File: config.mk
export PLATFORM = sky130hd
export DESIGN_NAME = serdes_drive_top
export DESIGN_NICKNAME = d
export VERILOG_FILES = /design/src/rtl/serdes_link_pkg.sv /design/src/rtl/frame_serializer.sv /design/src/rtl/power_on_hold.sv /design/src/rtl/prbs_gen.sv /design/src/rtl/serdes_drive_top.sv /design/src/rtl/word_capture.sv
export SDC_FILE = /design/constraint.sdc
export NUM_CORES = 1
export LEC_CHECK = 0
export BUFFER_PORTS_ARGS = -buffer_cell sky130_fd_sc_hd__buf_2
export CORE_ASPECT_RATIO = 0.6
export CORE_MARGIN = 5
export CORE_UTILIZATION = 40
export CTS_CLUSTER_DIAMETER = 50
export CTS_CLUSTER_SIZE = 10
export DETAILED_ROUTE_END_ITERATION = 16
export PLACE_DENSITY = 0.56
export REMOVE_ABC_BUFFERS = 1
export SYNTH_ARGS = -nofsm -noshare
export SYNTH_HDL_FRONTEND = slang
export SYNTH_HIERARCHICAL = 1
export SYNTH_SLANG_ARGS = --single-unit
File: constraint.sdc
create_clock -name clock -period 2.5 [get_ports clock]
set_input_delay 0 -clock clock [delete_from_list [all_inputs] [get_ports clock]]
set_output_delay 0 -clock clock [all_outputs]
set_load 0.05 [all_outputs]
File: src/rtl/serdes_link_pkg.sv
//////////////////////////////////////////////////
// serdes link package
// frame constants, prbs taps and seed, link structs
//////////////////////////////////////////////////

package serdes_link_pkg;

	// width of one serializer data word
	localparam int data_width = 10;

	// start bit, ten data bits, stop bit
	localparam int frame_bits = data_width + 2;

	// galois feedback mask for a right shifting lfsr
	// 64: x^64 + x^63 + x^61 + x^60 + 1
	// 32: x^32 + x^22 + x^2 + x^1 + 1
	function automatic logic [63:0] prbs_taps(input int unsigned width);
		case (width)
			32: return 64'h0000_0000_8020_0003;
			64: return 64'hD800_0000_0000_0000;
			// unsupported width, no feedback
			default: return '0;
		endcase
	endfunction

	// reset value of the lfsr, narrower widths keep the low bits
	// low 32 bits are nonzero as well
	localparam logic [63:0] prbs_seed = 64'hACE1_0F2D_5B3C_9E47;

	// one data word as it goes to the serializer
	typedef struct packed {
		logic [data_width-1:0] data;
	} ser_word_t;

	// link status seen from outside
	typedef struct packed {
		// power-on hold has expired
		logic link_ready;
		// a frame is on the line
		logic in_frame;
		// frames completed since reset, wraps
		logic [15:0] frame_count;
	} link_status_t;

endpackage

File: src/rtl/frame_serializer.sv
//////////////////////////////////////////////////
// frame serializer
// wraps each word in start and stop bits, shifts lsb first
//////////////////////////////////////////////////

`timescale 1ns/10ps

module frame_serializer (
	input  logic                       clock,
	input  logic                       reset,
	input  logic                       link_ready,
	input  logic                       run,
	input  serdes_link_pkg::ser_word_t next_word,
	output logic                       take,
	output logic                       serial,
	output logic                       in_frame,
	output logic                       frame_done
);

	localparam int fb    = serdes_link_pkg::frame_bits;
	localparam int cnt_w = $clog2(fb);

	// index of the stop bit inside a frame
	localparam logic [cnt_w-1:0] last_bit = cnt_w'(fb - 1);

	// bit position of the bit now on the line
	logic [cnt_w-1:0] bit_count;

	// frame image, bit 0 is on the line
	logic [fb-1:0] shifter;

	// stop bit is on the line this cycle
	assign frame_done = in_frame && (bit_count == last_bit);

	// start a frame from idle or straight after a stop bit
	// one pulse per frame, the capture stage reloads on it
	assign take = link_ready && run && (!in_frame || frame_done);

	// the shifter empties to zero after the stop bit
	// so the idle line needs no extra gating
	assign serial = shifter[0];

	always_ff @(posedge clock) begin
		if (reset) begin
			shifter   <= '0;
			bit_count <= '0;
			in_frame  <= 1'b0;
		end else if (take) begin
			// stop, data lsb at bit 1, start at bit 0
			shifter   <= {1'b0, next_word.data, 1'b1};
			bit_count <= '0;
			in_frame  <= 1'b1;
		end else begin
			// shift towards bit 0, zeros fill from the top
			shifter <= {1'b0, shifter[fb-1:1]};
			if (frame_done) begin
				// run dropped, go idle after the stop bit
				bit_count <= '0;
				in_frame  <= 1'b0;
			end else if (in_frame) begin
				bit_count <= bit_count + 1'b1;
			end
		end
	end

	// a frame in progress is never cut short by run
	// only reset can abort it

endmodule

File: src/rtl/power_on_hold.sv
//////////////////////////////////////////////////
// power-on hold
// keeps the link quiet for HOLD_CYCLES clocks after reset
//////////////////////////////////////////////////

`timescale 1ns/10ps

module power_on_hold #(
	parameter int HOLD_CYCLES = 1024
) (
	input  logic clock,
	input  logic reset,
	output logic link_ready
);

	// counter must be able to hold HOLD_CYCLES itself
	localparam int cnt_w = $clog2(HOLD_CYCLES + 1);

	logic [cnt_w-1:0] hold_count;

	// count clocks until the limit, then latch ready
	// ready stays up until the next reset
	always_ff @(posedge clock) begin
		if (reset) begin
			hold_count <= '0;
			link_ready <= 1'b0;
		end else if (!link_ready) begin
			if (hold_count == cnt_w'(HOLD_CYCLES)) begin
				link_ready <= 1'b1;
			end else begin
				hold_count <= hold_count + 1'b1;
			end
		end
	end

endmodule

File: src/rtl/prbs_gen.sv
//////////////////////////////////////////////////
// prbs generator
// galois lfsr of parameter width, steps on advance
//////////////////////////////////////////////////

`timescale 1ns/10ps

module prbs_gen #(
	parameter int PRBS_WIDTH = 64
) (
	input  logic                  clock,
	input  logic                  reset,
	input  logic                  advance,
	output logic [PRBS_WIDTH-1:0] state
);

	// full 64-bit mask and seed from the package
	localparam logic [63:0] taps_full = serdes_link_pkg::prbs_taps(PRBS_WIDTH);
	localparam logic [63:0] seed_full = serdes_link_pkg::prbs_seed;

	// trimmed to this generator's width
	localparam logic [PRBS_WIDTH-1:0] taps = taps_full[PRBS_WIDTH-1:0];
	localparam logic [PRBS_WIDTH-1:0] seed = seed_full[PRBS_WIDTH-1:0];

	// next value of the register
	logic [PRBS_WIDTH-1:0] state_next;

	// shift right, fold the dropped bit back in through the taps
	always_comb begin
		state_next = state >> 1;
		if (state[0]) begin
			state_next = state_next ^ taps;
		end
	end

	// load the seed on reset, otherwise step only when asked
	always_ff @(posedge clock) begin
		if (reset) begin
			state <= seed;
		end else if (advance) begin
			state <= state_next;
		end
	end

	// state holds while advance is low
	// a zero seed or zero taps would lock the sequence
	// both come from the package and are nonzero for 32 and 64

endmodule

File: src/rtl/serdes_drive_top.sv
//////////////////////////////////////////////////
// serdes drive top
// prbs words framed onto one serial line, with link status
//////////////////////////////////////////////////

`timescale 1ns/10ps

module serdes_drive_top #(
	parameter int PRBS_WIDTH  = 64,
	parameter int HOLD_CYCLES = 1024
) (
	input  logic                          clock,
	input  logic                          reset,
	input  logic                          run,
	output logic                          serial,
	output serdes_link_pkg::link_status_t status
);

	logic                       link_ready;
	logic                       take;
	logic                       advance;
	logic                       in_frame;
	logic                       frame_done;
	logic [PRBS_WIDTH-1:0]      prbs_state;
	serdes_link_pkg::ser_word_t next_word;

	// frames completed since reset
	logic [15:0] frame_count;

	// hold traffic off the line until the far end settles
	power_on_hold #(
		.HOLD_CYCLES(HOLD_CYCLES)
	) power_on_hold_i (
		.clock      (clock),
		.reset      (reset),
		.link_ready (link_ready)
	);

	prbs_gen #(
		.PRBS_WIDTH(PRBS_WIDTH)
	) prbs_gen_i (
		.clock   (clock),
		.reset   (reset),
		.advance (advance),
		.state   (prbs_state)
	);

	word_capture #(
		.PRBS_WIDTH(PRBS_WIDTH)
	) word_capture_i (
		.clock     (clock),
		.reset     (reset),
		.take      (take),
		.state     (prbs_state),
		.advance   (advance),
		.next_word (next_word)
	);

	frame_serializer frame_serializer_i (
		.clock      (clock),
		.reset      (reset),
		.link_ready (link_ready),
		.run        (run),
		.next_word  (next_word),
		.take       (take),
		.serial     (serial),
		.in_frame   (in_frame),
		.frame_done (frame_done)
	);

	// counts on the stop bit, wraps at 16 bits
	always_ff @(posedge clock) begin
		if (reset) begin
			frame_count <= '0;
		end else if (frame_done) begin
			frame_count <= frame_count + 1'b1;
		end
	end

	assign status.link_ready  = link_ready;
	assign status.in_frame    = in_frame;
	assign status.frame_count = frame_count;

endmodule

File: src/rtl/word_capture.sv
//////////////////////////////////////////////////
// word capture
// buffers the prbs state and offers its low bits as the next word
//////////////////////////////////////////////////

`timescale 1ns/10ps

module word_capture #(
	parameter int PRBS_WIDTH = 64
) (
	input  logic                          clock,
	input  logic                          reset,
	input  logic                          take,
	input  logic [PRBS_WIDTH-1:0]         state,
	output logic                          advance,
	output serdes_link_pkg::ser_word_t    next_word
);

	localparam logic [63:0] seed_full = serdes_link_pkg::prbs_seed;

	// copy of the generator state, same reset value as the lfsr
	logic [PRBS_WIDTH-1:0] buffered_state;

	// set for one clock after a take
	logic reload;

	// generator steps on the same edge the word is consumed
	assign advance = take;

	// buffer picks up the stepped state once the generator has moved
	// so the buffer always matches the lfsr state at the next take
	always_ff @(posedge clock) begin
		if (reset) begin
			reload         <= 1'b0;
			buffered_state <= seed_full[PRBS_WIDTH-1:0];
		end else begin
			reload <= take;
			if (reload) begin
				buffered_state <= state;
			end
		end
	end

	// only the low ten bits go on the wire
	assign next_word.data = buffered_state[serdes_link_pkg::data_width-1:0];

endmodule

==> results.sh, run 1 <==
export IMPL_cts_resized=0
export IMPL_worst_slack_ns=0.389
export IMPL_hold_viol=0
export IMPL_dp_hpwl_um=5910
export IMPL_cp_required_ns=2.84
export IMPL_final_cells=695
export IMPL_wirelength_um=9280
export IMPL_max_vdd_ir_drop_v=0.000451
export IMPL_fin_util=0.473
export IMPL_cts_setup_buffers=0
export IMPL_fin_nets=524
export IMPL_status="finished clean"
export IMPL_area_growth_pct=14.4
export IMPL_insertion_delay_ns=0.41
export IMPL_wl_per_cell_um=13.3
export IMPL_drv_cap=0
export IMPL_postPlaceCellArea_um2=5190
export IMPL_clock_fmax_ghz=0.474
export IMPL_grt_pass1_wl_um=16100
export IMPL_grtUsageMet3=0.0449
export IMPL_cp_end_kind="flop"
export IMPL_drtIter0Drc=212
export IMPL_cts_buffers=17
export IMPL_tns_ns=0
export IMPL_diodes=0
export IMPL_hp_class="input port to flop"
export IMPL_ys_warn_count=6
export IMPL_use_met2=0.181
export IMPL_chipWidth_um=155
export IMPL_clk_pin_slew_worst_paths_ns=0.06
export IMPL_coreArea_um2=12200
export IMPL_synthCells=513
export IMPL_slew_headroom=0.574
export IMPL_first_pass_iters=4
export IMPL_cts_tree="built"
export IMPL_pwr_density_cell_nw_per_um2=756
export IMPL_grt_max_degree=50
export IMPL_htreeDepth=4
export IMPL_die_area_um2=15100
export IMPL_busiest_layer="met1"
export IMPL_detailedPlace_worstSlack_ns=0.407
export IMPL_place_inst=663
export IMPL_use_met1=0.183
export IMPL_gp_congestion=0.752
export IMPL_drc=0
export IMPL_first_global_vias=3321
export IMPL_io_pins=22
export IMPL_postCtsHoldBufs=0
export IMPL_period_needed_ns=2.11
export IMPL_viasPerCell=5.00
export IMPL_period_share=0.845
export IMPL_final_area_um2=5780
export IMPL_rsz0062_at_grt="false"
export IMPL_avgSynthCellArea_um2=9.85
export IMPL_die_h_um=97.1
export IMPL_cts_root_buf="clkbuf_16"
export IMPL_cts_buffer_depth=2
export IMPL_finalClockSkew_ns=0.0115
export IMPL_mostFrequentLayoutCell="dfxtp_1"
export IMPL_grt_overflow=0
export IMPL_criticalPathCategory="flop to flop"
export IMPL_worstMarginPinSlew_ns=0.637
export IMPL_syn_area_um2=5050
export IMPL_p_leak_uw=0.00210
export IMPL_finalSetupViolCount=0
export IMPL_cp_arrival_ns=2.45
export IMPL_antenna_left=0
export IMPL_clock_sinks=119
export IMPL_slew_viol_final=0
export IMPL_port_buffers=21
export IMPL_routed_via_count=3476
export IMPL_antenna_found_initial=0
export IMPL_final_cell_mix="119 x dfxtp_1, 68 x mux2i_1, 59 x nor2_1"
export IMPL_core_rowCount=31
export IMPL_grtUsageTotal=0.130
export IMPL_start_kind="flop"
export IMPL_path_max_fanout=8
export IMPL_start_util=0.414
export IMPL_drive_gt1_frac=0.172
flip-flops by register name, summed over array words and instances, names as in the netlist:
register,count
power_on_hold_i/link_ready,1
frame_count,16
word_capture_i/reload,1
frame_serializer_i/bit_count,4
word_capture_i/buffered_state,10
prbs_gen_i/state,64
frame_serializer_i/shifter,11
power_on_hold_i/hold_count,11
frame_serializer_i/in_frame,1
area by class of cell:
class	count	area (um^2)
Inverter	8	30.0
Clock inverter	14	151
Tap cell	165	206
Clock buffer	18	439
Sequential cell	119	2380
Fill cell	1115	6440
Multi-Input combinational cell	339	2350
Timing Repair Buffer	32	215
power by group:
group / switching, uW / internal [uW] / total, uW / leakage [uW]
Combinational: 48.7 / 15.2 / 64.0 / 0.000851
Sequential: 5.21 / 1900 / 1910 / 0.000960
Clock: 897 / 1500 / 2400 / 0.000287
layer usage:
| layer | vias up | share of wire |
|---|---|---|
| li1 | 1790 | - |
| met3 | 8 | 0.042 |
| met1 | 1628 | 0.55 |
| met5 | - | 0 |
| met4 | 0 | 0.0064 |
| met2 | 50 | 0.41 |
path summary, 6_finish.rpt:
check                                                                  start                                       end  slack, ns  cells past startpoint
worst max register to register  frame_serializer_i/bit_count[0]$_SDFFE_PP0P_              frame_count[13]$_SDFFE_PP0P_       0.39                      7
worst min register to register      frame_serializer_i/shifter[1]$_SDFF_PP0_  frame_serializer_i/shifter[0]$_SDFF_PP0_       0.45                      1
worst min-delay path                                                   reset               frame_count[3]$_SDFFE_PP0P_       0.07                      2
worst max-delay path            frame_serializer_i/bit_count[0]$_SDFFE_PP0P_              frame_count[13]$_SDFFE_PP0P_       0.39                      7
per-stage QoR:
step	total power, uW	hold WS, ns
after floorplan	1970	0.0646
after global placement	2010	0.454
after detailed placement	2010	0.446
after CTS	4430	0.0547
after global routing	4540	0.0857
final	4370	0.0740
worst max-delay path: stages (launching register included):
cell and delay (ns):
dfxtp_1 0.36, ha_1 0.22, and3b_1 0.18, and2_1 0.21, nand4_4 0.18, nor4_4 0.35, or3b_1 0.39, a21oi_1 0.15
No activity file was read; power rests on OpenSTA's default activity.
==> run 2, diff against run 1 <==
Clock period 2.5 ns to 2 ns, I/O delays scaled along.
==> results.sh, run 2 (synthesized netlist as in run 1, its figures left out) <==
export IMPL_status="finished clean"
export IMPL_worst_slack_ns=0.132
export IMPL_port_buffers=21
export IMPL_finalSetupViolCount=0
export IMPL_first_global_vias=3258
export IMPL_die_area_um2=15100
export IMPL_viasPerCell=5.09
export IMPL_clock_sinks=119
export IMPL_diodes=0
export IMPL_drv_cap=0
export IMPL_rsz0062_at_grt="false"
export IMPL_worstMarginPinSlew_ns=0.645
export IMPL_cts_root_buf="clkbuf_16"
export IMPL_use_met1=0.196
export IMPL_start_util=0.414
export IMPL_first_pass_iters=5
export IMPL_cts_tree="built"
export IMPL_path_max_fanout=3
export IMPL_antenna_found_initial=0
export IMPL_clk_pin_slew_worst_paths_ns=0.06
export IMPL_antenna_left=0
export IMPL_insertion_delay_ns=0.40
export IMPL_cp_arrival_ns=2.19
export IMPL_cp_end_kind="flop"
export IMPL_chipWidth_um=155
export IMPL_mostFrequentLayoutCell="dfxtp_1"
export IMPL_pwr_density_cell_nw_per_um2=939
export IMPL_gp_congestion=0.727
export IMPL_drive_gt1_frac=0.184
export IMPL_hold_viol=0
export IMPL_slew_viol_final=0
export IMPL_grt_max_degree=53
export IMPL_finalClockSkew_ns=0.00612
export IMPL_grtUsageMet3=0.0418
export IMPL_top_register="prbs_gen_i/state"
export IMPL_fill_cells=1128
export IMPL_wl_per_cell_um=13.3
export IMPL_final_cells=703
export IMPL_dp_hpwl_um=6000
export IMPL_area_growth_pct=16.5
export IMPL_slew_headroom=0.569
export IMPL_start_kind="flop"
export IMPL_drtIter0Drc=206
export IMPL_clock_fmax_ghz=0.535
export IMPL_hp_class="input port to flop"
export IMPL_period_needed_ns=1.87
export IMPL_max_vdd_ir_drop_v=0.000530
export IMPL_cts_buffer_depth=2
export IMPL_rrSetupSlack_ns=0.13
export IMPL_final_cell_mix="119 x dfxtp_1, 68 x mux2i_1, 59 x nor2_1"
export IMPL_fin_nets=532
export IMPL_largest_reg_flops=64
export IMPL_period_share=0.934
export IMPL_cts_buffers=17
export IMPL_largest_registers="prbs_gen_i/state: 64 flops, frame_count: 16 flops"
export IMPL_drc=0
export IMPL_p_leak_uw=0.00215
export IMPL_die_h_um=97.1
export IMPL_routed_via_count=3576
export IMPL_wirelength_um=9330
export IMPL_detailedPlace_worstSlack_ns=0.0586
export IMPL_cp_required_ns=2.32
export IMPL_grtUsageTotal=0.130
export IMPL_grt_pass1_wl_um=16200
export IMPL_core_rowCount=31
export IMPL_htreeDepth=4
export IMPL_coreArea_um2=12200
export IMPL_place_inst=670
export IMPL_io_pins=22
export IMPL_busiest_layer="met1"
export IMPL_criticalPathCategory="flop to flop"
export IMPL_grt_overflow=0
export IMPL_use_met2=0.172
[run 2: repair_timing]
action | CTS | global route
setup buffers | 0 | 0
gates resized for setup | 0 | 1
hold buffers | 1 | 0
endpoints found under the setup margin | 0 | 3
hold endpoints to repair | 2 | 0
[run 2: metal layers]
layer	wire, um	up-vias	share of wire
met1	5100	1697	0.55
met5	0	-	0
li1	-	1816	-
met2	3720	55	0.40
met4	72	0	0.0077
met3	439	8	0.047
[run 2: where the power goes]
group          leakage [uW]  switching [uW]  internal, uW
sequential         0.000960            7.14          2380
clock              0.000286            1110          1950
combinational      0.000901            62.3          23.4
[run 2: path summary, 6_finish.rpt]
kind | from | cells past startpoint | end
setup / recovery | frame_serializer_i/bit_count[1]$_SDFFE_PP0P_ | 7 | frame_count[13]$_SDFFE_PP0P_
hold / removal | run | 4 | frame_serializer_i/shifter[9]$_SDFF_PP0_
setup reg to reg | frame_serializer_i/bit_count[1]$_SDFFE_PP0P_ | 7 | frame_count[13]$_SDFFE_PP0P_
hold reg to reg | prbs_gen_i/state[53]$_SDFFE_PP1P_ | 2 | prbs_gen_i/state[53]$_SDFFE_PP1P_
[run 2: through the flow]
step	util	power, uW	setup TNS (ns)	area (um^2)	hold WS (ns)
2_1_floorplan	-	2460	-311.89	4760	0.0646
5_1_grt	0.482	5730	0	5890	0.235
6_report	0.482	5530	0	5890	0.124
3_3_place_gp	0.431	2520	0	5270	0.400
4_1_cts	0.482	5600	0	5890	0.114
3_5_place_dp	0.431	2520	0	5270	0.415
[run 2: area by class of cell]
type | count | area, um^2 | area share
clock buffer | 20 | 467 | 0.0793
clock inverter | 12 | 143 | 0.0242
inverter | 8 | 30.0 | 0.00510
multi-input combinational | 339 | 2360 | 0.400
sequential | 119 | 2380 | 0.405
tap | 165 | 206 | 0.0351
timing repair buffer | 40 | 303 | 0.0514
[run 2: critical path: stages, from the launching register on]
cell and delay (ns):
dfxtp_1 0.34, ha_1 0.17, and3b_1 0.17, and2_2 0.19, nand4_4 0.11, nor4_4 0.27, or3b_1 0.37, a21oi_1 0.17
==> run 3, diff against run 2 <==
Settings changed: CAP_MARGIN set to 20, CORE_UTILIZATION 40 to 29, PLACE_DENSITY 0.56 to 0.44.
==> results.sh, run 3 (synthesized netlist as in run 1, its figures left out) <==
export IMPL_status="finished clean"
export IMPL_grt_overflow=0
export IMPL_worst_path_largest_cell_delay_ns=0.40
export IMPL_worstMarginPinSlew_ns=0.639
export IMPL_criticalPathCategory="flop to flop"
export IMPL_grt_pass1_wl_um=17300
export IMPL_largest_reg_flops=64
export IMPL_drive_gt1_frac=0.191
export IMPL_grtUsageTotal=0.104
export IMPL_clock_fmax_ghz=0.541
export IMPL_viasPerCell=4.56
export IMPL_cp_required_ns=2.27
export IMPL_start_util=0.295
export IMPL_core_rowCount=37
export IMPL_first_pass_iters=4
export IMPL_wl_per_cell_um=12.8
export IMPL_final_cell_mix="119 x dfxtp_1, 67 x mux2i_1, 59 x nor2_1"
export IMPL_wirelength_um=9950
export IMPL_start_kind="flop"
export IMPL_coreArea_um2=17100
export IMPL_final_cells=778
export IMPL_period_share=0.925
export IMPL_drv_cap=0
export IMPL_diodes=0
export IMPL_period_needed_ns=1.85
export IMPL_tns_ns=0
export IMPL_largest_registers="prbs_gen_i/state: 64 flops, frame_count: 16 flops"
export IMPL_cp_end_kind="flop"
export IMPL_place_inst=745
export IMPL_hold_viol=0
export IMPL_cp_slowest_cell="a21oi_4"
export IMPL_die_h_um=112
export IMPL_clock_sinks=119
export IMPL_area_growth_pct=18.9
export IMPL_antenna_left=0
export IMPL_cp_cell_sequence="ha_1 -> buf_4 -> nand3b_2 -> a21oi_4 -> buf_12 -> mux2i_1 -> nand2_1"
export IMPL_cts_buffer_depth=2
export IMPL_cts_root_buf="clkbuf_16"
export IMPL_slew_headroom=0.573
export IMPL_crit_buf_inv=2
export IMPL_io_pins=22
export IMPL_mostFrequentLayoutCell="dfxtp_1"
export IMPL_chipWidth_um=180
export IMPL_p_leak_uw=0.00218
export IMPL_fin_util=0.351
export IMPL_top_register="prbs_gen_i/state"
export IMPL_grt_max_degree=30
export IMPL_routed_via_count=3548
export IMPL_clk_pin_slew_worst_paths_ns=0.06
export IMPL_slew_viol_final=0
export IMPL_max_vdd_ir_drop_v=0.000617
export IMPL_cts_setup_buffers=0
export IMPL_antenna_found_initial=0
export IMPL_htreeDepth=4
export IMPL_insertion_delay_ns=0.40
export IMPL_dp_hpwl_um=6530
export IMPL_drtIter0Drc=125
export IMPL_drc=0
export IMPL_die_area_um2=20200
export IMPL_cts_buffers=17
export IMPL_port_buffers=21
export IMPL_fin_nets=538
export IMPL_cp_arrival_ns=2.12
export IMPL_p_total_uw=5460
export IMPL_whs_ns=0.132
export IMPL_path_max_fanout=25
export IMPL_finalClockSkew_ns=0.00977
export IMPL_rsz0062_at_grt="false"
export IMPL_cp_top_family="compound AO/OA/AOI/OAI gates"
export IMPL_finalSetupViolCount=0
export IMPL_gp_congestion=0.776
export IMPL_first_global_vias=3485
export IMPL_pwr_density_cell_nw_per_um2=909
export IMPL_hp_class="input port to flop"
export IMPL_cts_tree="built"
-- run 3: final timing paths --
path	slack, ns	endpoint	start	cells after the start
worst min register to register	0.44	frame_serializer_i/shifter[0]$_SDFF_PP0_	frame_serializer_i/shifter[1]$_SDFF_PP0_	1
worst max-delay path	0.15	prbs_gen_i/state[24]$_SDFFE_PP1P_	frame_serializer_i/bit_count[0]$_SDFFE_PP0P_	7
worst min-delay path	0.13	frame_serializer_i/shifter[9]$_SDFF_PP0_	run	4
worst max register to register	0.15	prbs_gen_i/state[24]$_SDFFE_PP1P_	frame_serializer_i/bit_count[0]$_SDFFE_PP0P_	7
-- run 3: repair_timing --
action                                  4_1_cts  5_1_grt
hold endpoints to repair                      6        0
hold buffers                                  1        0
endpoints found under the setup margin        0        3
resized for setup                             0        4
-- run 3: worst register-to-register path: cells and delay by family (launching register included) --
kind / cells / cell delay, ns
simple gates: 2 / 0.18
mux: 1 / 0.24
buf+inv: 2 / 0.39
flops: 1 / 0.34
fa+ha+maj: 1 / 0.17
compound gates: 1 / 0.40
-- run 3: routing by layer --
layer | track usage | up-vias | share of wire
met4 | 0.0413 | 0 | 0.0068
met3 | 0.0311 | 5 | 0.031
met5 | 0 | - | 0
met2 | 0.149 | 39 | 0.42
li1 | - | 1820 | -
met1 | 0.145 | 1684 | 0.54
-- run 3: cell type report --
type	instances	area, um^2
Clock buffer	24	492
Clock inverter	8	95.1
Fill cell	1738	11100
Inverter	8	30.0
Multi-Input combinational cell	339	2370
Sequential cell	119	2380
Tap cell	234	293
Timing Repair Buffer	46	348
-- run 3: report_power, final --
part           leakage (uW)  internal, uW  switching [uW]
sequential         0.000960          2380            6.93
clock              0.000286          1960            1030
combinational      0.000935          24.0            64.4
total               0.00218          4360            1100
-- run 3: per-stage QoR --
step	cell area, um^2	setup WS (ns)
after floorplan	4760	-4.64
after global placement	5400	0.0870
after detailed placement	5400	0.0299
after CTS	5990	0.00897
after global routing	6010	0.00542
final	6010	0.151
